==> src/cache_mem_pkg.sv <==
/*
  shared widths and word types for the cache_mem subsystem
  word and address widths are fixed at 32 bits
  SRAM depth is not here, it is a module parameter set at the top level
*/
`default_nettype none

package cache_mem_pkg;

  // **********************************************************************
  // widths
  // **********************************************************************

  // one data word
  localparam int DATA_W = 32;

  // byte address, word aligned accesses only
  localparam int ADDR_W = 32;

  // one enable per byte lane
  localparam int BE_W = DATA_W / 8;

  // **********************************************************************
  // word types
  // **********************************************************************

  // data word as seen on every bus in the design
  typedef logic [DATA_W-1:0] word_t;

  // byte address, bits 1:0 are ignored by the SRAM
  typedef logic [ADDR_W-1:0] addr_t;

  // byte enables, bit n covers data bits 8n+7 down to 8n
  typedef logic [BE_W-1:0] be_t;

endpackage

`default_nettype wire

==> src/data_access_port.sv <==
/*
  data port with byte enables over a four-phase bus link
  a read or a full-word write is one bus transaction
  a partial write is a read followed by a merged write, not atomic
  against fetch traffic in between, which never writes
*/
`timescale 1ns/1ps
`default_nettype none

module data_access_port (
  input  logic                 clk,
  input  logic                 rst_n,
  input  logic                 data_req,
  input  logic                 data_we,
  input  cache_mem_pkg::be_t   data_be,
  input  cache_mem_pkg::addr_t data_addr,
  input  cache_mem_pkg::word_t data_wdata,
  output logic                 data_ack,
  output cache_mem_pkg::word_t data_rdata,
  output logic                 d_req,
  output logic                 d_we,
  output cache_mem_pkg::addr_t d_addr,
  output cache_mem_pkg::word_t d_wdata,
  input  logic                 d_ack,
  input  cache_mem_pkg::word_t bus_rdata
);

  localparam int BE_W = cache_mem_pkg::BE_W;

  // fsm encoding
  localparam logic [2:0] ST_IDLE   = 3'd0;
  localparam logic [2:0] ST_RD_REQ = 3'd1;
  localparam logic [2:0] ST_RD_REL = 3'd2;
  localparam logic [2:0] ST_WR_REQ = 3'd3;
  localparam logic [2:0] ST_WR_REL = 3'd4;
  localparam logic [2:0] ST_ACK    = 3'd5;

  logic [2:0]           state;
  // every lane enabled, no read needed
  logic                 full_wr;
  cache_mem_pkg::word_t merged;
  cache_mem_pkg::word_t rdata_q;
  cache_mem_pkg::word_t wdata_q;

  assign full_wr = data_we && (&data_be);

  // **********************************************************************
  // byte merge
  // **********************************************************************

  // enabled lanes from the core, the rest from the old word
  always_comb
  begin
    for (int b = 0; b < BE_W; b++)
    begin
      merged[8*b +: 8] = data_be[b] ? data_wdata[8*b +: 8] : bus_rdata[8*b +: 8];
    end
  end

  // **********************************************************************
  // sequencer
  // **********************************************************************

  always_ff @(posedge clk or negedge rst_n)
  begin
    if (!rst_n)
    begin
      state <= ST_IDLE;
    end
    else
    begin
      case (state)
        ST_IDLE:
        begin
          if (data_req)
          begin
            state <= full_wr ? ST_WR_REQ : ST_RD_REQ;
          end
        end
        ST_RD_REQ:
        begin
          if (d_ack)
          begin
            state <= ST_RD_REL;
          end
        end
        ST_RD_REL:
        begin
          // partial write continues with the merged word
          if (!d_ack)
          begin
            state <= data_we ? ST_WR_REQ : ST_ACK;
          end
        end
        ST_WR_REQ:
        begin
          if (d_ack)
          begin
            state <= ST_WR_REL;
          end
        end
        ST_WR_REL:
        begin
          if (!d_ack)
          begin
            state <= ST_ACK;
          end
        end
        default:
        begin
          // wait for the core to drop its request
          if (!data_req)
          begin
            state <= ST_IDLE;
          end
        end
      endcase
    end
  end

  // payload, loaded once per operation
  always_ff @(posedge clk)
  begin
    if ((state == ST_IDLE) && data_req && full_wr)
    begin
      wdata_q <= data_wdata;
    end
    if ((state == ST_RD_REQ) && d_ack)
    begin
      rdata_q <= bus_rdata;
      wdata_q <= merged;
    end
  end

  assign d_req   = (state == ST_RD_REQ) || (state == ST_WR_REQ);
  // held through the release phase so it is stable until ack falls
  assign d_we    = (state == ST_WR_REQ) || (state == ST_WR_REL);
  assign d_addr  = data_addr;
  assign d_wdata = wdata_q;

  assign data_ack   = (state == ST_ACK);
  // old word on a partial write
  assign data_rdata = rdata_q;

endmodule

`default_nettype wire

==> config.mk <==
export PLATFORM = sky130hd
export DESIGN_NAME = data_access_port
export DESIGN_NICKNAME = d
export VERILOG_FILES = /design/src/cache_mem_pkg.sv /design/src/data_access_port.sv
export SDC_FILE = /design/constraint.sdc
export NUM_CORES = 1
export LEC_CHECK = 0
export BUFFER_PORTS_ARGS = -buffer_cell sky130_fd_sc_hd__buf_2
export CORE_ASPECT_RATIO = 2
export CORE_UTILIZATION = 35
export CTS_BUF_LIST = sky130_fd_sc_hd__clkbuf_4 sky130_fd_sc_hd__clkbuf_8
export DETAILED_ROUTE_END_ITERATION = 10
export PLACE_DENSITY = 0.72
export REMOVE_ABC_BUFFERS = 1
export SLEW_MARGIN = 40
export SYNTH_ARGS = -nofsm -noshare
export SYNTH_HDL_FRONTEND = slang
export SYNTH_SLANG_ARGS = --single-unit
==> constraint.sdc <==
create_clock -name clk -period 6.98 [get_ports clk]
set_input_delay 1.396 -clock clk [delete_from_list [all_inputs] [get_ports clk]]
set_output_delay 1.396 -clock clk [all_outputs]
set_load 0.01 [all_outputs]
### Word level (Yosys, flattened, before mapping)

Index checks and enable logic that the tools add are counted.

* bits in registers: 67
* input bits: 105
* output and inout bits: 99

* equal/unequal tests: 11
* multiplexer cells: 15
* reductions and logical operators: 10

Operator list (count)
* 2-to-1 mux 32 bit: 2
* 2-to-1 mux 8 bit: 4
* 2-to-1 mux 3 bit: 7
* one-hot mux 3 bit (5 select lines): 1
* inequality test 2 bit, second input constant: 5
* equality test 3 x 2 -> 1 bit, second input constant: 2
* equality test 3 bit, second input constant: 2
* inequality test 6 x 1 -> 1 bit, second input constant: 1
* AND reduction 6 bit: 1
* logical AND 1 bit: 4
* AND reduction 4 bit: 1
* equality test 3 x 1 -> 1 bit, second input constant: 1
* zero test 3 bit: 1
* logical OR 1 bit: 2
* 2-to-1 mux 2 bit: 1
* nonzero test 2 bit: 1

### Longest topological paths before layout

Gate-level depths: netlist of the first run.

* depth in word-level cells: 5
* mapped depth: 4
* mapped depth without buffers: 3

### Least setup slack after synthesis of the first run

No wires, ideal clock.

* kind: input -> register
* from: input data_req
* to: register wdata_q[0] (netlist: d_wdata[0]), enable pin
* library setup time: 470 ps
* arrival: 4151 ps
* setup slack: 2359 ps
* stages on the path: 3
* buffers on the path: 0
* path through: and4_1 -> nand4_1 -> a211oi_1

* longest elaborated chain between the ends: 3

Ends and longest elaborated chain
* from (decl): line data_access_port.sv:13 `input logic data_req,`
* logical AND 1 bit (2 in a row): line data_access_port.sv:124 `if ((state == ST_IDLE) && data_req && full_wr)`
* nonzero test 2 bit (no source line)
* to (signal assigned): line data_access_port.sv:126 `wdata_q <= data_wdata;`
* to (signal assigned): line data_access_port.sv:131 `wdata_q <= merged;`
* to (decl): line data_access_port.sv:43 `cache_mem_pkg::word_t wdata_q;`

No other way between the ends.
A chain may end at the register's enable or synchronous reset.

### Worst setup path in the final report of the first run

* from: input d_ack
* to: register rdata_q[1] (netlist: data_rdata[1]), enable pin

* longest elaborated chain between the ends: 1

Ends and longest elaborated chain
* from (decl): line data_access_port.sv:24 `input logic d_ack,`
* logical AND 1 bit: line data_access_port.sv:128 `if ((state == ST_RD_REQ) && d_ack)`
* to (signal assigned): line data_access_port.sv:130 `rdata_q <= bus_rdata;`
* to (decl): line data_access_port.sv:42 `cache_mem_pkg::word_t rdata_q;`

No other way between the ends.

==> flow_summary_export.csv, run 1 <==
group,metric,value,unit
timing,drv_slew,0,
die,die-area,0.00861,mm^2
critical_path,worstPathArrival,3090,ps
critical_path,crit_type,"in2reg",
detailed_routing,drt_iter0_drc,119,
timing,setup_tns,0,ps
layout,syn_to_final_growth,26.9,%
die,rows,46,
synth,seq_area_frac_synth,69.4,%
power_and_ir_drop,netSwitchingPower,0.323,mW
synth,yosys-top-cells-count,"edfxtp_1 (64), buf_4 (33), mux2_2 (32)",
clocking,cts_buffers,9,
power_and_ir_drop,internal-power,0.802,mW
placement,gp_congestion,0.869,
layout,multiInputGateArea,631,um^2
die,die_x,66.1,um
clocking,clkTransAtPathRegs,60,ps
power_and_ir_drop,finalPower,1.12,mW
synth,synth_top_area_cell,"edfxtp_1",
layout,regArea,0.00200,mm^2
timing,hold_viol_final,0,
status,status,"completed",
layout,n_antenna_cell,0,
global_routing,grt_pass1_wl,10700,um
synth,synth.avg_cell_area,17.3,um^2
timing,tightest_slew,702,ps
clocking,cts-root-buf,"clkbuf_8",
placement,preCtsSetupSlack,3150,ps
layout,final.fill_count,729,
timing,relSlewSlack,53.1,%
die,core,0.00794,mm^2
power_and_ir_drop,leakagePower,1.54,nW
global_routing,gr-total-overflow,0,
detailed_routing,wirelength,8080,um
critical_path,ff2ff_path_depth,3,
timing,setup_viol,0,
placement,port_buffers,139,
layout,fin_nets,388,
power_and_ir_drop,pwr-share-seq,50.7,%
layout,drive_gt1_share,68.8,%
clocking,ctsHoldBuffers,0,
synth,async_reset_ff_share,4.48,%
critical_path,crit_path_cell_trace,"buf_2 -> nand4bb_2 -> inv_1 -> buf_4",
critical_path,cp-start-kind,"primary input",
global_routing,antenna_found_initial,0,
power_and_ir_drop,p_per_area,308,mW/mm^2
timing,rsz0062_at_grt,"false",
synth,synthTopCellsByArea,"edfxtp_1 (67%), mux2_2 (13%), buf_4 (8.6%), nor2_8 (2.8%), dfrtp_1 (2.6%)",
detailed_routing,drtPass1Iterations,4,
clocking,cts_buffer_depth,2,
detailed_routing,viasPerCell,4.73,
synth,syn_area,0.00288,mm^2
detailed_routing,vias,1816,
power_and_ir_drop,clkPwrFrac,26.1,%
clocking,cts_tree,"done",
critical_path,worst_setup_path_end_kind,"register",
detailed_routing,final_antenna_net_count,0,
detailed_routing,post_drt_wl_per_cell,21.0,um
critical_path,critPathMaxFanout,17,
synth,ys.flop_type,"edfxtp_1",
power_and_ir_drop,swShare,28.7,%
synth,synth_cell_type_count,27,
timing,min_period,3060,ps
clocking,htree_levels,3,
job,maxCapViolations,0,
critical_path,max_stage_delay,700,ps
clocking,cts.sinks,67,
timing,max_freq,326,MHz
synth,synth.top_cell.area_share,66.8,%
critical_path,cp_slowest_cell,"inv_1",
global_routing,grt_usage,18.8,%
synth,yosysMostFrequentCell,"edfxtp_1",
critical_path,path_buf_inv,3,
clocking,post_cts.repair.setup_buffers,0,
critical_path,cp_top_family,"buffers and inverters",
synth,yosys_warnings,0,
die,start_util,36.2,%
timing,min_period_over_period,43.9,%
die,die_y,130,um
power_and_ir_drop,peakVddDrop,0.000194,V
critical_path,required,7010,ps
critical_path,path_depth,4,
die,pin_count,204,
synth,synth-seq-cells,67,
synth,synth_edf_count,64,
global_routing,first_global_vias,1776,
global_routing,grt_start_max_net_pins,21,
detailed_routing,drc,0,
worst_hold_path,min_path_type,"reg2reg",
timing,clock_skew,3.49,ps
placement,dp_hpwl,6570,um
power_and_ir_drop,share_comb_of_total_power,23.2,%
synth,syn_inst,166,
worst_hold_path,worstHoldPathCells,1,
clocking,ctsResizeCount,0,
clocking,clock_latency,340,ps
timing,setup_slack,3920,ps
[cells in the final DEF, fill, tap and decap left out, types with 2 or more instances in the layout]
| cell type | netlist | layout |
|---|---|---|
| nor2_1 | 2 | 2 |
| buf_2 | 2 | 139 |
| buf_4 | 33 | 2 |
| clkbuf_8 | 0 | 11 |
| clkinv_2 | 0 | 2 |
| o21ai_0 | 2 | 2 |
| clkbuf_4 | 0 | 3 |
| nor2_8 | 4 | 4 |
| mux2_2 | 32 | 32 |
| edfxtp_1 | 64 | 64 |
| o311ai_0 | 2 | 2 |
| nand2_1 | 3 | 3 |
| dfrtp_1 | 3 | 3 |
| inv_1 | 3 | 3 |
[metrics by stage]
stage,hold WS [ps],cell area [um^2],utilization [%],instances
detailed placement,613,3460,43.6,368
global placement,610,3460,43.6,368
floorplan,544,2620,-,131
CTS,623,3650,45.9,384
global route,703,3650,46.0,384
finish,669,3650,46.0,384
[final timing paths]
kind / start / end / slack [ps]
max in group asynchronous: rst_n / state[1] / 6040
hold reg to reg: state[0] / state[2] / 670
hold / removal: state[0] / state[2] / 670
setup reg to reg: state[2] / data_rdata[1] / 4360
setup / recovery: d_ack / data_rdata[1] / 3920
min in group asynchronous: rst_n / state[2] / 840
[cell type report]
| type | instances | area share (%) |
|---|---|---|
| multi-input cells | 61 | 17.3 |
| flip-flops and latches | 67 | 54.7 |
| repair buffers | 141 | 19.5 |
| inverters | 3 | 0.308 |
| well taps | 96 | 3.29 |
| clock inverters | 2 | 0.274 |
| clock buffers | 14 | 4.76 |
[flip-flops by register name (all words and copies together), names as in the netlist]
name        count
d_wdata        32
data_rdata     32
state           3
[power groups by stage]
stage / logic, mW / clock network [mW] / registers (mW)
6_report: 0.261 / 0.293 / 0.570
3_3_place_gp: 0.258 / 0 / 0.575
2_1_floorplan: 0.112 / 0 / 0.603
5_1_grt: 0.282 / 0.319 / 0.577
4_1_cts: 0.266 / 0.300 / 0.570
3_5_place_dp: 0.265 / 0 / 0.577
[routing by layer]
metal / global-route usage (%) / share of wire, % / wire, um
met1: 15.5 / 28 / 2300
met2: 29.9 / 50 / 4070
met3: 15.1 / 18 / 1420
met4: 11.4 / 3.0 / 242
met5: 4.38 / 0.59 / 48
[cells by family (layout without fill, tap and decap cells)]
kind of cell | after synthesis | in the layout | synth area share [%]
and+or+nand+nor | 18 | 18 | 5.78
buffers and inverters | 38 | 160 | 9.34
DFF | 67 | 67 | 69.4
AOI/OAI and AO/OA | 10 | 10 | 2.65
muxes | 33 | 33 | 12.9
No activity file was read; power rests on OpenSTA's default activity.
==> run 2, diff against run 1 <==
==> constraint.sdc (replaced) <==
create_clock -name clk -period 3 [get_ports clk]
set_input_delay 0.6 -clock clk [delete_from_list [all_inputs] [get_ports clk]]
set_output_delay 0.6 -clock clk [all_outputs]
set_load 0.01 [all_outputs]
==> flow_summary_export.csv, run 2 (synthesis results as in run 1) <==
group,metric,value,unit
layout,final_common_cell,"buf_2",
layout,utilization,45.7,%
critical_path,reg2reg_to,"d_wdata[13]",
timing,min_period,2050,ps
clocking,cts_buffer_depth,2,
detailed_routing,post_drt_wl_per_cell,20.9,um
timing,drv_slew,0,
critical_path,worstPathArrival,2120,ps
layout,n_antenna_cell,0,
critical_path,worst_setup_path_end_kind,"register",
layout,drive_gt1_share,67.7,%
power_and_ir_drop,swShare,29.5,%
clocking,clock_latency,330,ps
critical_path,crit_type,"reg2reg",
timing,setup_viol,0,
die,core,0.00794,mm^2
timing,relSlewSlack,67.9,%
clocking,cts.sinks,67,
clocking,cts_tree,"done",
timing,hold_viol_final,0,
clocking,ctsResizeCount,0,
layout,regArea,0.00200,mm^2
layout,syn_to_final_growth,26.1,%
placement,place_area,0.00348,mm^2
layout,final_cell_mix,"buf_2 (139), edfxtp_1 (64), mux2_2 (32)",
power_and_ir_drop,peakVddDrop,0.000474,V
detailed_routing,drtPass1Iterations,4,
die,rows,46,
clocking,htree_levels,3,
global_routing,grt_usage,18.5,%
detailed_routing,final_antenna_net_count,0,
critical_path,ff2ff_path_depth,4,
power_and_ir_drop,internal-power,1.79,mW
power_and_ir_drop,share_comb_of_total_power,24.4,%
clocking,cts-root-buf,"clkbuf_8",
clocking,clkTransAtPathRegs,70,ps
power_and_ir_drop,clkPwrFrac,23.6,%
die,start_util,36.2,%
die,pin_count,204,
timing,min_period_over_period,68.2,%
critical_path,cp-start-kind,"register",
power_and_ir_drop,netSwitchingPower,0.750,mW
critical_path,worstReg2RegStart,"state[2]",
worst_hold_path,min_path_type,"in2async",
timing,setup_tns,0,ps
die,die_x,66.1,um
die,die-area,0.00861,mm^2
critical_path,required,3080,ps
clocking,post_cts.repair.setup_buffers,0,
placement,dp_hpwl,6440,um
clocking,ctsHoldBuffers,0,
detailed_routing,drc,0,
timing,fin_worst_hold_slack,49.1,ps
critical_path,critPathMaxFanout,14,
timing,max_freq,489,MHz
power_and_ir_drop,p_per_area,700,mW/mm^2
detailed_routing,wirelength,8010,um
layout,multiInputGateArea,626,um^2
detailed_routing,drt_iter0_drc,118,
layout,finish.instance_area,0.00363,mm^2
layout,fin_nets,390,
power_and_ir_drop,finalPower,2.54,mW
detailed_routing,vias,1839,
global_routing,grtUsageMet1,18.1,%
die,die_y,130,um
power_and_ir_drop,leakagePower,1.52,nW
global_routing,gr-total-overflow,0,
placement,port_buffers,139,
timing,tightest_slew,481,ps
critical_path,r2r_setup_slack,950,ps
power_and_ir_drop,pwr-share-seq,52.0,%
layout,final.fill_count,739,
global_routing,antenna_found_initial,0,
timing,rsz0062_at_grt,"false",
global_routing,gr-usage-met2,29.2,%
timing,clock_skew,6.49,ps
detailed_routing,viasPerCell,4.79,
global_routing,grt_start_max_net_pins,33,
global_routing,top_usage_layer,"met2",
job,maxCapViolations,0,
status,status,"completed",
global_routing,grt_pass1_wl,10700,um
global_routing,first_global_vias,1805,
clocking,cts_buffers,9,
global_routing,grtUsageMet3,12.5,%
placement,gp_congestion,0.847,
## run 2: power groups by stage
stage	logic, mW	clock network [mW]	registers, mW
after floorplan	0.261	0	1.40
after global placement	0.615	0	1.33
after detailed placement	0.628	0	1.34
after CTS	0.630	0.624	1.32
after global routing	0.667	0.661	1.34
final	0.620	0.600	1.32
## run 2: worst max-delay path, cell delays in order (launching register included)
cell and delay [ps]:
dfrtp_1 550, nand4bb_1 420, buf_4 290, nor2_8 170, mux2_2 360
## run 2: worst max path at each step
stage / start / to / slack, ps / cells after the start
2_1_floorplan: data_req / d_wdata[0] / -830 / 3
3_3_place_gp: data_be[0] / d_wdata[26] / 860 / 5
3_5_place_dp: data_be[0] / d_wdata[2] / 800 / 5
4_1_cts: state[2] / d_wdata[17] / 950 / 4
5_1_grt: state[2] / d_wdata[13] / 880 / 4
6_report: state[2] / d_wdata[13] / 950 / 4
## run 2: layer usage
metal	routed length, um	vias to the layer above
li1	-	828
met1	2650	872
met2	4070	126
met3	1140	11
met4	119	2
met5	40	-
## run 2: area by class of cell
class	instances	share of cell area, %
Sequential cell	67	55.0
Timing Repair Buffer	143	20.0
Multi-Input combinational cell	61	17.2
Clock buffer	10	3.62
Tap cell	96	3.31
Clock inverter	4	0.551
Inverter	3	0.310
## run 2: through the flow
stage / instances / setup slack, ps
after CTS: 384 / 955
after floorplan: 131 / -825
after detailed placement: 370 / 804
after global placement: 370 / 856
after global routing: 384 / 877
final: 384 / 955
