--- src/cache_mem_pkg.sv ---
/*
  shared widths and word types for the cache_mem subsystem
  word and address widths are fixed at 32 bits
  SRAM depth is not here, it is a module parameter set at the top level
*/
`default_nettype none

package cache_mem_pkg;

  // **********************************************************************
  // widths
  // **********************************************************************

  // one data word
  localparam int DATA_W = 32;

  // byte address, word aligned accesses only
  localparam int ADDR_W = 32;

  // one enable per byte lane
  localparam int BE_W = DATA_W / 8;

  // **********************************************************************
  // word types
  // **********************************************************************

  // data word as seen on every bus in the design
  typedef logic [DATA_W-1:0] word_t;

  // byte address, bits 1:0 are ignored by the SRAM
  typedef logic [ADDR_W-1:0] addr_t;

  // byte enables, bit n covers data bits 8n+7 down to 8n
  typedef logic [BE_W-1:0] be_t;

endpackage

`default_nettype wire

--- src/inst_fetch_port.sv ---
/*
  read-only fetch port with a one-word prefetch buffer
  a hit acks one cycle after fetch_req, a miss runs one bus read
  snooped writes to the buffered word invalidate it, also during a fill
*/
`timescale 1ns/1ps
`default_nettype none

module inst_fetch_port (
  input  logic                 clk,
  input  logic                 rst_n,
  input  logic                 fetch_req,
  input  cache_mem_pkg::addr_t fetch_addr,
  output logic                 fetch_ack,
  output cache_mem_pkg::word_t fetch_data,
  output logic                 i_req,
  output cache_mem_pkg::addr_t i_addr,
  input  logic                 i_ack,
  input  cache_mem_pkg::word_t bus_rdata,
  input  logic                 wr_strobe,
  input  cache_mem_pkg::addr_t wr_addr
);

  localparam int AW = cache_mem_pkg::ADDR_W;

  // fsm encoding
  localparam logic [1:0] ST_IDLE    = 2'd0;
  localparam logic [1:0] ST_BUS_REQ = 2'd1;
  localparam logic [1:0] ST_BUS_REL = 2'd2;
  localparam logic [1:0] ST_ACK     = 2'd3;

  logic [1:0]           state;
  logic                 buf_valid;
  cache_mem_pkg::addr_t buf_addr;
  cache_mem_pkg::word_t buf_data;
  // set when a snoop hits the word being filled
  logic                 fill_kill;
  logic                 snoop_hit;
  logic                 hit;

  // word compare only, byte offset ignored
  assign snoop_hit = wr_strobe && (wr_addr[AW-1:2] == buf_addr[AW-1:2]);
  // a write in the same cycle beats the hit
  assign hit = buf_valid && !snoop_hit && (fetch_addr[AW-1:2] == buf_addr[AW-1:2]);

  // **********************************************************************
  // fetch fsm
  // **********************************************************************

  always_ff @(posedge clk or negedge rst_n)
  begin
    if (!rst_n)
    begin
      state     <= ST_IDLE;
      buf_valid <= 1'b0;
      fill_kill <= 1'b0;
    end
    else
    begin
      // snoop runs in every state
      if (snoop_hit)
      begin
        buf_valid <= 1'b0;
      end
      case (state)
        ST_IDLE:
        begin
          if (fetch_req && hit)
          begin
            state <= ST_ACK;
          end
          else if (fetch_req)
          begin
            // miss, retarget the buffer
            state     <= ST_BUS_REQ;
            buf_valid <= 1'b0;
            fill_kill <= 1'b0;
          end
        end
        ST_BUS_REQ:
        begin
          if (snoop_hit)
          begin
            fill_kill <= 1'b1;
          end
          if (i_ack)
          begin
            // data still goes to the core, only validity is dropped
            state     <= ST_BUS_REL;
            buf_valid <= !fill_kill && !snoop_hit;
          end
        end
        ST_BUS_REL:
        begin
          if (!i_ack)
          begin
            state <= ST_ACK;
          end
        end
        default:
        begin
          if (!fetch_req)
          begin
            state <= ST_IDLE;
          end
        end
      endcase
    end
  end

  // buffer payload
  always_ff @(posedge clk)
  begin
    if ((state == ST_IDLE) && fetch_req && !hit)
    begin
      buf_addr <= fetch_addr;
    end
    if ((state == ST_BUS_REQ) && i_ack)
    begin
      buf_data <= bus_rdata;
    end
  end

  assign fetch_ack  = (state == ST_ACK);
  assign fetch_data = buf_data;
  // buffered address is stable for the whole bus handshake
  assign i_req      = (state == ST_BUS_REQ);
  assign i_addr     = buf_addr;

endmodule

`default_nettype wire

--- config.mk ---
export PLATFORM = sky130hd
export DESIGN_NAME = inst_fetch_port
export DESIGN_NICKNAME = d
export VERILOG_FILES = /design/src/cache_mem_pkg.sv /design/src/inst_fetch_port.sv
export SDC_FILE = /design/constraint.sdc
export NUM_CORES = 1
export LEC_CHECK = 0
export BUFFER_PORTS_ARGS = -buffer_cell sky130_fd_sc_hd__buf_4
export CAP_MARGIN = 20
export CORE_ASPECT_RATIO = 1.2
export CORE_UTILIZATION = 40
export CTS_CLUSTER_DIAMETER = 80
export DETAILED_ROUTE_END_ITERATION = 10
export PLACE_DENSITY = 0.88
export RECOVER_POWER = 50
export REMOVE_ABC_BUFFERS = 1
export SETUP_SLACK_MARGIN = 0.3
export SLEW_MARGIN = 20
export SYNTH_ARGS = -nofsm -noshare
export SYNTH_HDL_FRONTEND = slang
export SYNTH_SLANG_ARGS = --single-unit
--- constraint.sdc ---
create_clock -name clk -period 2.4 [get_ports clk]
set_input_delay 0.36 -clock clk [delete_from_list [all_inputs] [get_ports clk]]
set_output_delay 0.36 -clock clk [all_outputs]
set_load 0.01 [all_outputs]
== Word-level counts from Yosys, hierarchy flattened ==
Index checks and enable logic that the tools add are counted.

* Equality and inequality tests: 12
* Muxes and demuxes: 15
* Reductions and logical operators: 15

{| class="wikitable"
|+ Operator list
! cell !! count
|-
| $eq A30 B30 Y1 || 2
|-
| $mux W2 || 5
|-
| $logic_and A1 B1 Y1 || 8
|-
| $reduce_and A4 Y1 || 2
|-
| $mux W1 || 7
|-
| $ne A2 B2 Y1 const B || 3
|-
| $pmux W2 S3 || 1
|-
| $eq A2 B2 Y1 const B || 2
|-
| $ne A2 B1 Y1 const B || 2
|-
| $ne A4 B1 Y1 const B || 1
|-
| $pmux W1 S2 || 2
|-
| $logic_not A1 Y1 || 3
|-
| $ne A3 B3 Y1 const B || 1
|-
| $eq A2 B1 Y1 const B || 1
|-
| $logic_not A2 Y1 || 1
|-
| $reduce_bool A2 Y1 || 1
|}

* Register bits: 68
* Input port bits: 101
* Output and inout bits: 66
* Word-level logic and storage cells: 47

== Depth between registers and ports, before layout ==
Gate-level depths: netlist (run 1).

* Depth in word-level cells: 8
* Gate-level depth with buffers: 7
* Mapped depth without buffers: 7

== Least setup slack after synthesis (run 1) ==
OpenSTA, ideal clock, no wires.

* Kind: register to register
* Start point: register buf_addr[8], in the netlist i_addr[8]
* End point: register buf_addr[0], in the netlist i_addr[0] (enable)
* Setup time: 0.390 ns
* Arrival time: 2.232 ns
* Data required time: 2.010 ns
* Setup slack: -0.222 ns
* Cell stages (with the launch flop): 6
* Buffers on the path: 0
* Clock period less this slack: 2.622 ns
* Cell sequence: edfxtp_1 xnor2_1 nand4_1 or4_4 o211ai_2 and2b_1

* Longest elaborated chain between the ends: 7
* Elaborated cells on any way between the ends: 8
* Those cells by class: eq/ne: 2; reduce/logical: 6

{| class="wikitable"
|+ RTL lines
! item !! line !! source
|-
| start: declaration || inst_fetch_port.sv:34 || <nowiki>cache_mem_pkg::addr_t buf_addr;</nowiki>
|-
| start signal: assignment || inst_fetch_port.sv:116 || <nowiki>buf_addr <= fetch_addr;</nowiki>
|-
| $eq A30 B30 Y1 || inst_fetch_port.sv:42 || <nowiki>assign snoop_hit = wr_strobe && (wr_addr[AW-1:2] == buf_addr[AW-1:2]);</nowiki>
|-
| $logic_and A1 B1 Y1 || inst_fetch_port.sv:42 ||
|-
| $logic_not A1 Y1 || inst_fetch_port.sv:44 || <nowiki>assign hit = buf_valid && !snoop_hit && (fetch_addr[AW-1:2] == buf_addr[AW-1:2]);</nowiki>
|-
| $logic_and A1 B1 Y1 || inst_fetch_port.sv:44 ||
|-
| $logic_and A1 B1 Y1 * || inst_fetch_port.sv:44 ||
|-
| $logic_not A1 Y1 * || inst_fetch_port.sv:114 || <nowiki>if ((state == ST_IDLE) && fetch_req && !hit)</nowiki>
|-
| $logic_and A1 B1 Y1 * || inst_fetch_port.sv:114 ||
|}

Mark *: on every way between the ends. The rest lies on a longest branch, timed or not.
A chain may end at the register's enable or synchronous reset.

== Worst setup path after layout (run 1) ==
* Start point: register buf_addr[28], in the netlist i_addr[28]
* End point: register buf_addr[15], in the netlist i_addr[15] (enable)

Same word-level chain as after synthesis.

==> results.json, run 1 <==
{
  "rows": 33,
  "routabilityCongestion": 0.840,
  "layout_common_cells": "buf_4 (89), clkbuf_1 (64), edfxtp_1 (64), xnor2_1 (38), clkbuf_4 (35)",
  "clk_latency_ns": 0.33,
  "synth-edff-count": 64,
  "fin_crit_ns": 2.35,
  "vias": 2325,
  "met1_length_um": 2650,
  "h-tree-depth": 3,
  "seq_area_frac_synth_pct": 69.3,
  "fmax_mhz": 426,
  "numCtsBuffers": 9,
  "crit_type": "reg2reg",
  "final_area_um2": 4640,
  "dp_hpwl_um": 5980,
  "cts_tree": "built",
  "crit_fanout": 13,
  "status": "finished clean",
  "pin_count": 167,
  "setup_viol": 0,
  "clk_pin_slew_worst_paths_ns": 0.07,
  "ys_warn_count": 0,
  "synthArstFlopShare_pct": 5.88,
  "start_kind": "flop",
  "die_area_um2": 7640,
  "grt_remaining_overflow": 0,
  "drtPass1Iterations": 4,
  "synth_cells": 181,
  "fin_nets": 490,
  "drtIter0Drc": 87,
  "via_per_inst": 4.87,
  "ant_nets": 0,
  "wl_met3_um": 828,
  "antenna_found_initial": 0,
  "nFillCells": 549,
  "slew_viol_final": 0,
  "crit_required_ns": 2.44,
  "cts.path.max_buffers": 2,
  "grt_pass1_wl_um": 11600,
  "floorplan.initialDensity_pct": 42.0,
  "synth.distinct_cells": 28,
  "syn_area_um2": 2920,
  "grt_start_max_net_pins": 33,
  "slew_headroom_pct": 71.5,
  "synthFlopType": "edfxtp_1",
  "totalWireLength_um": 7790,
  "avgSynthCellArea_um2": 16.1,
  "setup_ws_ns": 0.0520,
  "cp-end-kind": "flop",
  "chipHeight_um": 95.5,
  "whs_ns": 0.224,
  "grt_pass1_vias": 2452,
  "port-buffer-count": 164,
  "rsz0062_at_grt": "true",
  "drive_above_1_share_pct": 41.0,
  "powerDensity_nw_per_um2": 889,
  "die_w_um": 80.0,
  "multi_input_area_um2": 977,
  "drc": 0,
  "grt.total_usage_pct": 21.2,
  "max_cap_violations": 0,
  "worst_pin_slew_ns": 0.424,
  "fin_skew_ns": 0.00605,
  "final_common_cell": "buf_4",
  "ys_ff_latch": 68,
  "coreArea_um2": 6940,
  "dr_wl_met2_um": 4110,
  "place_area_um2": 4310,
  "top_layer": "met4",
  "insertedDiodeCount": 0,
  "clock_sinks": 68,
  "worstPathArrival_ns": 2.39,
  "syn_to_final_growth_pct": 59.0,
  "worstHoldPathType": "in2reg",
  "ir_drop_mv": 0.570,
  "pre_cts_slack_ns": 0.0547,
  "timing.final.crit_share_pct": 97.8,
  "p_leak_nw": 1.82,
  "final-seq-area_um2": 2020,
  "clockRootBuffer": "clkbuf_8",
  "fin_util_pct": 66.8,
  "finalHoldViolations": 0,
  "wl_per_cell_um": 16.3
}
==> cell usage after synthesis (2+ instances only) <==
library cell | count | share of area [%]
nor4_1 | 4 | 0.86
edfxtp_1 | 64 | 66
inv_1 | 2 | 0.26
nand4_1 | 13 | 2.8
nor2_1 | 4 | 0.51
dfrtp_1 | 4 | 3.4
a21oi_1 | 4 | 0.69
xor2_1 | 15 | 4.5
nand2_1 | 2 | 0.26
xnor2_1 | 45 | 14
o31ai_1 | 2 | 0.51
nor4_2 | 2 | 0.86
ha_1 | 4 | 1.7
nand3_1 | 2 | 0.34
==> sequential cells by signal, indices dropped and copies added, names as in the netlist <==
register    flops
i_addr         32
buf_valid       1
fetch_data     32
state           2
fill_kill       1
==> cell type report <==
type | count | area share, %
repair buffers | 193 | 27.6
clock inverters | 6 | 2.43
flip-flops and latches | 68 | 43.6
multi-input cells | 111 | 21.1
well taps | 87 | 2.35
clock buffers | 10 | 2.75
inverters | 2 | 0.162
==> where the power goes <==
part           internal (mW)  switching [mW]  total (mW)
Clock                  0.692           0.421        1.11
Combinational          0.661           0.625        1.29
Sequential              1.58           0.142        1.72
==> worst max-delay path: stages, from the launching register on <==
cell	delay, ns
edfxtp_1	0.45
xnor2_2	0.18
nand4_1	0.17
or4_4	0.58
o211ai_2	0.20
and2b_2	0.21
buf_4	0.13
buf_12	0.13
==> through the flow <==
step	total power, mW	TNS, ns	cells
floorplan	2.30	-7.10	181
global route	4.31	-0.680	477
CTS	4.20	0	470
detailed placement	2.92	0	437
finish	4.12	0	477
global placement	2.87	0	437
==> worst paths after layout <==
check,from,to,slack [ns],depth (start not counted)
worst max-delay path,i_addr[28],i_addr[15],0.05,7
worst min-delay path,bus_rdata[14],fetch_data[14],0.22,1
worst max register to register,i_addr[28],i_addr[15],0.05,7
worst min register to register,fill_kill,fill_kill,0.54,2
max in group asynchronous,rst_n,fill_kill,1.81,2
min in group asynchronous,rst_n,state[0],0.39,2
==> per-layer routing <==
metal / track usage, % / vias up
met4: 10.6 / 0
met2: 37.5 / 127
li1: - / 1095
met5: 0 / -
met1: 21.0 / 1090
met3: 9.47 / 13
==> kinds of logic (layout without fill, tap and decap cells) <==
group | Yosys count | in the layout | synth area share (%)
flops | 68 | 68 | 69.3
xor+xnor | 60 | 60 | 18.0
simple gates | 36 | 36 | 7.98
compound gates | 10 | 10 | 2.36
fa+ha+maj | 4 | 4 | 1.72
buf+inv | 2 | 211 | 0.257
mux | 1 | 1 | 0.343
==> what timing repair did <==
action / 4_1_cts / 5_1_grt
hold buffers: 1 / 0
hold endpoints to repair: 4 / 0
gates cloned: 1 / 1
setup endpoints to repair: 32 / 32
gates resized for setup: 14 / 1
pin swaps: 6 / 7
setup buffers: 15 / 6
No activity file was read; power rests on OpenSTA's default activity.
==> inputs of run 2 (changes only) <==
- MAX_ROUTING_LAYER: unset -> met4
==> run 2 against run 1 <==
Net effect: cell count increased by 0.21%; critical path type unchanged; clock-buffer cell count unchanged; global-route usage increased by 0.61 points; critical endpoint is now i_addr[27]; register-to-register slack improved by 0.02 ns; final area increased by 0.62%.
==> results.json, run 2 (synthesis results as in run 1) <==
{
  "final_area_um2": 4670,
  "finalHoldViolations": 0,
  "setup_tns_ns": 0,
  "numCtsBuffers": 9,
  "rsz0062_at_grt": "true",
  "coreArea_um2": 6940,
  "crit_type": "reg2reg",
  "ir_drop_mv": 0.605,
  "grt_pass1_vias": 2459,
  "drive_above_1_share_pct": 41.2,
  "fin_util_pct": 67.3,
  "max_cap_violations": 0,
  "multi_input_area_um2": 977,
  "final-seq-area_um2": 2020,
  "antenna_found_initial": 0,
  "wl_per_cell_um": 16.5,
  "chipHeight_um": 95.5,
  "ff2ff_path_depth": 7,
  "fin_nets": 491,
  "worstPathArrival_ns": 2.37,
  "whs_ns": 0.227,
  "regToRegStartpoint": "i_addr[28]",
  "die_area_um2": 7640,
  "ant_nets": 0,
  "routabilityCongestion": 0.853,
  "fin_skew_ns": 0.00862,
  "rows": 33,
  "worstHoldPathType": "in2reg",
  "cts.path.max_buffers": 2,
  "totalWireLength_um": 7910,
  "worstHoldEndpoint": "fetch_data[14]",
  "timing.final.crit_share_pct": 97.0,
  "final_common_cell": "buf_4",
  "clk_pin_slew_worst_paths_ns": 0.08,
  "hold_start": "bus_rdata[14]",
  "clock_sinks": 68,
  "h-tree-depth": 3,
  "drtPass1Iterations": 4,
  "clockRootBuffer": "clkbuf_8",
  "status": "finished clean",
  "setup_viol": 0,
  "grt.total_usage_pct": 21.8,
  "floorplan.initialDensity_pct": 42.0,
  "vias": 2330,
  "cp-end-kind": "flop",
  "syn_to_final_growth_pct": 60.0,
  "powerDensity_nw_per_um2": 891,
  "r2r_setup_slack_ns": 0.07,
  "start_kind": "flop",
  "drc": 0,
  "worst_pin_slew_ns": 0.438,
  "clk_latency_ns": 0.33,
  "layout_common_cells": "buf_4 (88), clkbuf_1 (64), edfxtp_1 (64), xnor2_1 (38), clkbuf_4 (35)",
  "crit_required_ns": 2.44,
  "p_total_mw": 4.16,
  "crit_fanout": 6,
  "fin_crit_ns": 2.33,
  "cts_tree": "built",
  "p_leak_nw": 1.83,
  "insertedDiodeCount": 0,
  "grt_remaining_overflow": 0,
  "fmax_mhz": 429,
  "via_per_inst": 4.87,
  "place_area_um2": 4310,
  "die_w_um": 80.0,
  "grt_pass1_wl_um": 11500,
  "hold_depth": 1,
  "pin_count": 167,
  "grt_start_max_net_pins": 33,
  "regToRegEndpoint": "i_addr[27]",
  "nFillCells": 546,
  "slew_viol_final": 0,
  "slew_headroom_pct": 70.5,
  "dp_hpwl_um": 5980,
  "port-buffer-count": 164,
  "drtIter0Drc": 99
}
[run 2: report_power, final]
group	total (mW)	leakage [nW]	switching [mW]	internal [mW]
combinational	1.32	1.07	0.635	0.687
sequential	1.72	0.643	0.142	1.58
clock	1.11	0.120	0.422	0.693
total	4.16	1.83	1.20	2.96
[run 2: cell type report]
cell class	count	share of cell area [%]
timing repair buffer	194	28.1
inverter	2	0.161
tap	87	2.33
clock buffer	10	2.74
clock inverter	6	2.41
multi-input combinational	111	20.9
sequential	68	43.3
[run 2: metal layers]
layer | global-route usage, % | wire length, um | vias to the layer above
met3 | 5.84 | 758 | 16
met4 | 11.0 | 221 | 0
met2 | 37.3 | 4160 | 133
met5 | - | 0 | -
met1 | 23.3 | 2770 | 1087
li1 | - | - | 1094
[run 2: worst max-delay path by stage]
| stage | slack (ns) | cells after the start | end | from |
|---|---|---|---|---|
| floorplan | -0.22 | 5 | i_addr[0] | i_addr[8] |
| global placement | 0.06 | 7 | i_addr[30] | wr_addr[28] |
| detailed placement | 0.05 | 7 | i_addr[6] | wr_addr[28] |
| CTS | 0.16 | 7 | i_addr[9] | i_addr[15] |
| global route | -0.05 | 7 | i_addr[31] | i_addr[28] |
| finish | 0.07 | 7 | i_addr[27] | i_addr[28] |
[run 2: per-stage QoR]
stage	instances	setup slack (ns)
5_1_grt	478	-0.0526
2_1_floorplan	181	-0.222
6_report	478	0.0708
4_1_cts	470	0.164
3_5_place_dp	437	0.0547
3_3_place_gp	437	0.0598
[run 2: critical path: stages (launching register included)]
cell,delay (ns)
edfxtp_1,0.45
xnor2_2,0.18
nand4_1,0.16
or4_4,0.57
o211ai_2,0.20
and2b_2,0.22
buf_6,0.13
clkbuf_16,0.14
[run 2: timing repair]
action	in CTS	in global routing
hold buffers	1	0
pin swaps	6	7
gates resized for setup	14	2
buffers inserted	15	6
hold endpoints to repair	4	0
gates cloned	1	2
setup endpoints to repair	32	32
==> inputs of run 3 (changes only) <==
- ABC_AREA: unset -> 1
- CORE_UTILIZATION: 40 -> 41
- PLACE_DENSITY: 0.88 -> 0.87
- TNS_END_PERCENT: unset -> 100
==> run 3 against run 2 <==
Net effect: via count up 25%; clock skew up 0.0074 ns; core utilization down 5.1 points; non-clock buffer count down 13; critical path depth up 6; hold slack worse by 0.014 ns; clock-buffer cell count down 1; routed wire length up 13%; final area up 2.7%; first-iteration DRC count down 1.0%; global-route usage about the same; synthesized area up 12%; largest cell class unchanged; largest power group unchanged.
==> results.json, run 3 <==
{
  "p_leak_nw": 2.27,
  "placedCellCount": 601,
  "clock_sinks": 68,
  "crit_type": "reg2reg",
  "cts_tree": "built",
  "fmax_mhz": 505,
  "grt_start_max_net_pins": 33,
  "grt_pass1_wl_um": 13300,
  "seq_area_frac_synth_pct": 61.9,
  "slowest_delay_ns": 0.42,
  "synth.distinct_cells": 19,
  "ys_warn_count": 0,
  "cp_slowest_cell": "edfxtp_1",
  "ant_nets": 0,
  "routabilityCongestion": 0.806,
  "totalWireLength_um": 8970,
  "crit_required_ns": 2.46,
  "timing.final.crit_share_pct": 82.4,
  "cpLargestDelayFamily": "simple AND/OR/NAND/NOR gates",
  "ir_drop_mv": 0.616,
  "pre_cts_slack_ns": 0.382,
  "worstPathArrival_ns": 2.04,
  "setup_tns_ns": 0,
  "start_kind": "flop",
  "dp_hpwl_um": 6920,
  "via_per_inst": 4.61,
  "crit_fanout": 10,
  "synth_cells": 342,
  "coreArea_um2": 7710,
  "grt_pass1_vias": 2901,
  "clk_latency_ns": 0.35,
  "yosysMostFrequentCell": "nand2_1",
  "worstHoldPathType": "in2reg",
  "syn_to_final_growth_pct": 46.7,
  "port-buffer-count": 164,
  "status": "finished clean",
  "synthArstFlopShare_pct": 5.88,
  "yosysTopAreaCell": "edfxtp_1",
  "cp-end-kind": "flop",
  "crit_top_cell": "nand2_1",
  "syn_area_um2": 3270,
  "ys_ff_latch": 68,
  "worst-path-buf-inv": 3,
  "wl_per_cell_um": 14.2,
  "pin_count": 167,
  "fin_nets": 639,
  "h-tree-depth": 3,
  "synth_top_area_share_pct": 58.8,
  "synth-edff-count": 64,
  "fin_skew_ns": 0.0160,
  "drive_above_1_share_pct": 26.5,
  "clockRootBuffer": "clkbuf_8",
  "numCtsBuffers": 9,
  "clk_pin_slew_worst_paths_ns": 0.09,
  "fin_cells": 631,
  "floorplan.initialDensity_pct": 42.4,
  "setup_ws_ns": 0.421,
  "chipHeight_um": 99.8,
  "final_area_um2": 4790,
  "finalHoldViolations": 0,
  "whs_ns": 0.213,
  "synth_common_cells": "nand2_1 (113), inv_1 (65), edfxtp_1 (64), nor2_1 (41), xnor2_1 (16)",
  "slew_viol_final": 0,
  "insertedDiodeCount": 0,
  "final_common_cell": "nand2_1",
  "powerDensity_nw_per_um2": 863,
  "synthFlopType": "edfxtp_1",
  "drtPass1Iterations": 4,
  "rows": 35,
  "die_area_um2": 8330,
  "place_area_um2": 4640,
  "worst_pin_slew_ns": 0.381,
  "rsz0062_at_grt": "false",
  "slew_headroom_pct": 74.6,
  "vias": 2908,
  "drtIter0Drc": 98,
  "cts.path.max_buffers": 2,
  "max_cap_violations": 0,
  "die_w_um": 83.5,
  "grt_remaining_overflow": 0,
  "layout_common_cells": "nand2_1 (113), buf_4 (79), inv_1 (64), edfxtp_1 (64), clkbuf_1 (61)",
  "grt.total_usage_pct": 21.8,
  "yosys-top-cells-area": "edfxtp_1 (59%), nand2_1 (13%), inv_1 (7.5%)",
  "drc": 0,
  "path_cells": "inv_1 > nand2_1 > nand2_1 > nor2_1 > nand2_1 > nor2_1 > nand2_1 > nor2_2 > nor2_1 > nand2_1 > nand2_1 > inv_2 > clkbuf_16",
  "avgSynthCellArea_um2": 9.55,
  "antenna_found_initial": 0,
  "fin_crit_ns": 1.98,
  "setup_viol": 0
}
## run 3: what timing repair did
item | CTS | global route
hold buffers | 1 | 0
setup buffers | 0 | 12
endpoints found under the setup margin | 0 | 32
gates resized for setup | 0 | 7
hold endpoints to repair | 4 | 0
## run 3: path summary, 6_finish.rpt
kind | from | end | slack, ns | cells past startpoint
max | i_addr[16] | i_addr[15] | 0.42 | 13
max in group asynchronous | rst_n | fill_kill | 1.80 | 2
min reg2reg | fill_kill | fill_kill | 0.47 | 2
min | bus_rdata[6] | fetch_data[6] | 0.21 | 1
min in group asynchronous | rst_n | state[0] | 0.38 | 2
max reg2reg | i_addr[16] | i_addr[15] | 0.42 | 13
## run 3: cell families after synthesis
kind of cell	share of synthesized area [%]
buffers and inverters	7.58
flip-flops	61.9
AND/OR/NAND/NOR	20.7
XOR/XNOR	6.97
AO/OA/AOI/OAI	1.30
adder cells (fa/ha/maj)	1.53
## run 3: cell type report
cell class | instances | area (um^2)
multi-input combinational | 208 | 1000
inverter | 66 | 248
clock buffer | 9 | 124
tap | 92 | 115
sequential | 68 | 2020
clock inverter | 7 | 115
timing repair buffer | 181 | 1170
fill | 675 | 2910
## run 3: report_power, final
group          internal, mW  leakage, nW  switching [mW]
sequential             1.59        0.643           0.155
clock                 0.687        0.117           0.456
combinational         0.562         1.51           0.693
total                  2.83         2.27            1.30
## run 3: metrics by stage
step                      power, mW  util (%)
after floorplan                2.38         -
after global placement         2.93      60.1
after detailed placement       3.00      60.1
after CTS                      4.14      63.4
after global routing           4.36      62.2
final                          4.14      62.2
## run 3: layer usage
layer / wire, um / global-route usage [%] / up-vias
li1: - / - / 1445
met1: 3480 / 22.9 / 1316
met2: 4640 / 39.1 / 136
met3: 721 / 6.17 / 11
met4: 127 / 8.34 / 0
met5: 0 / - / -
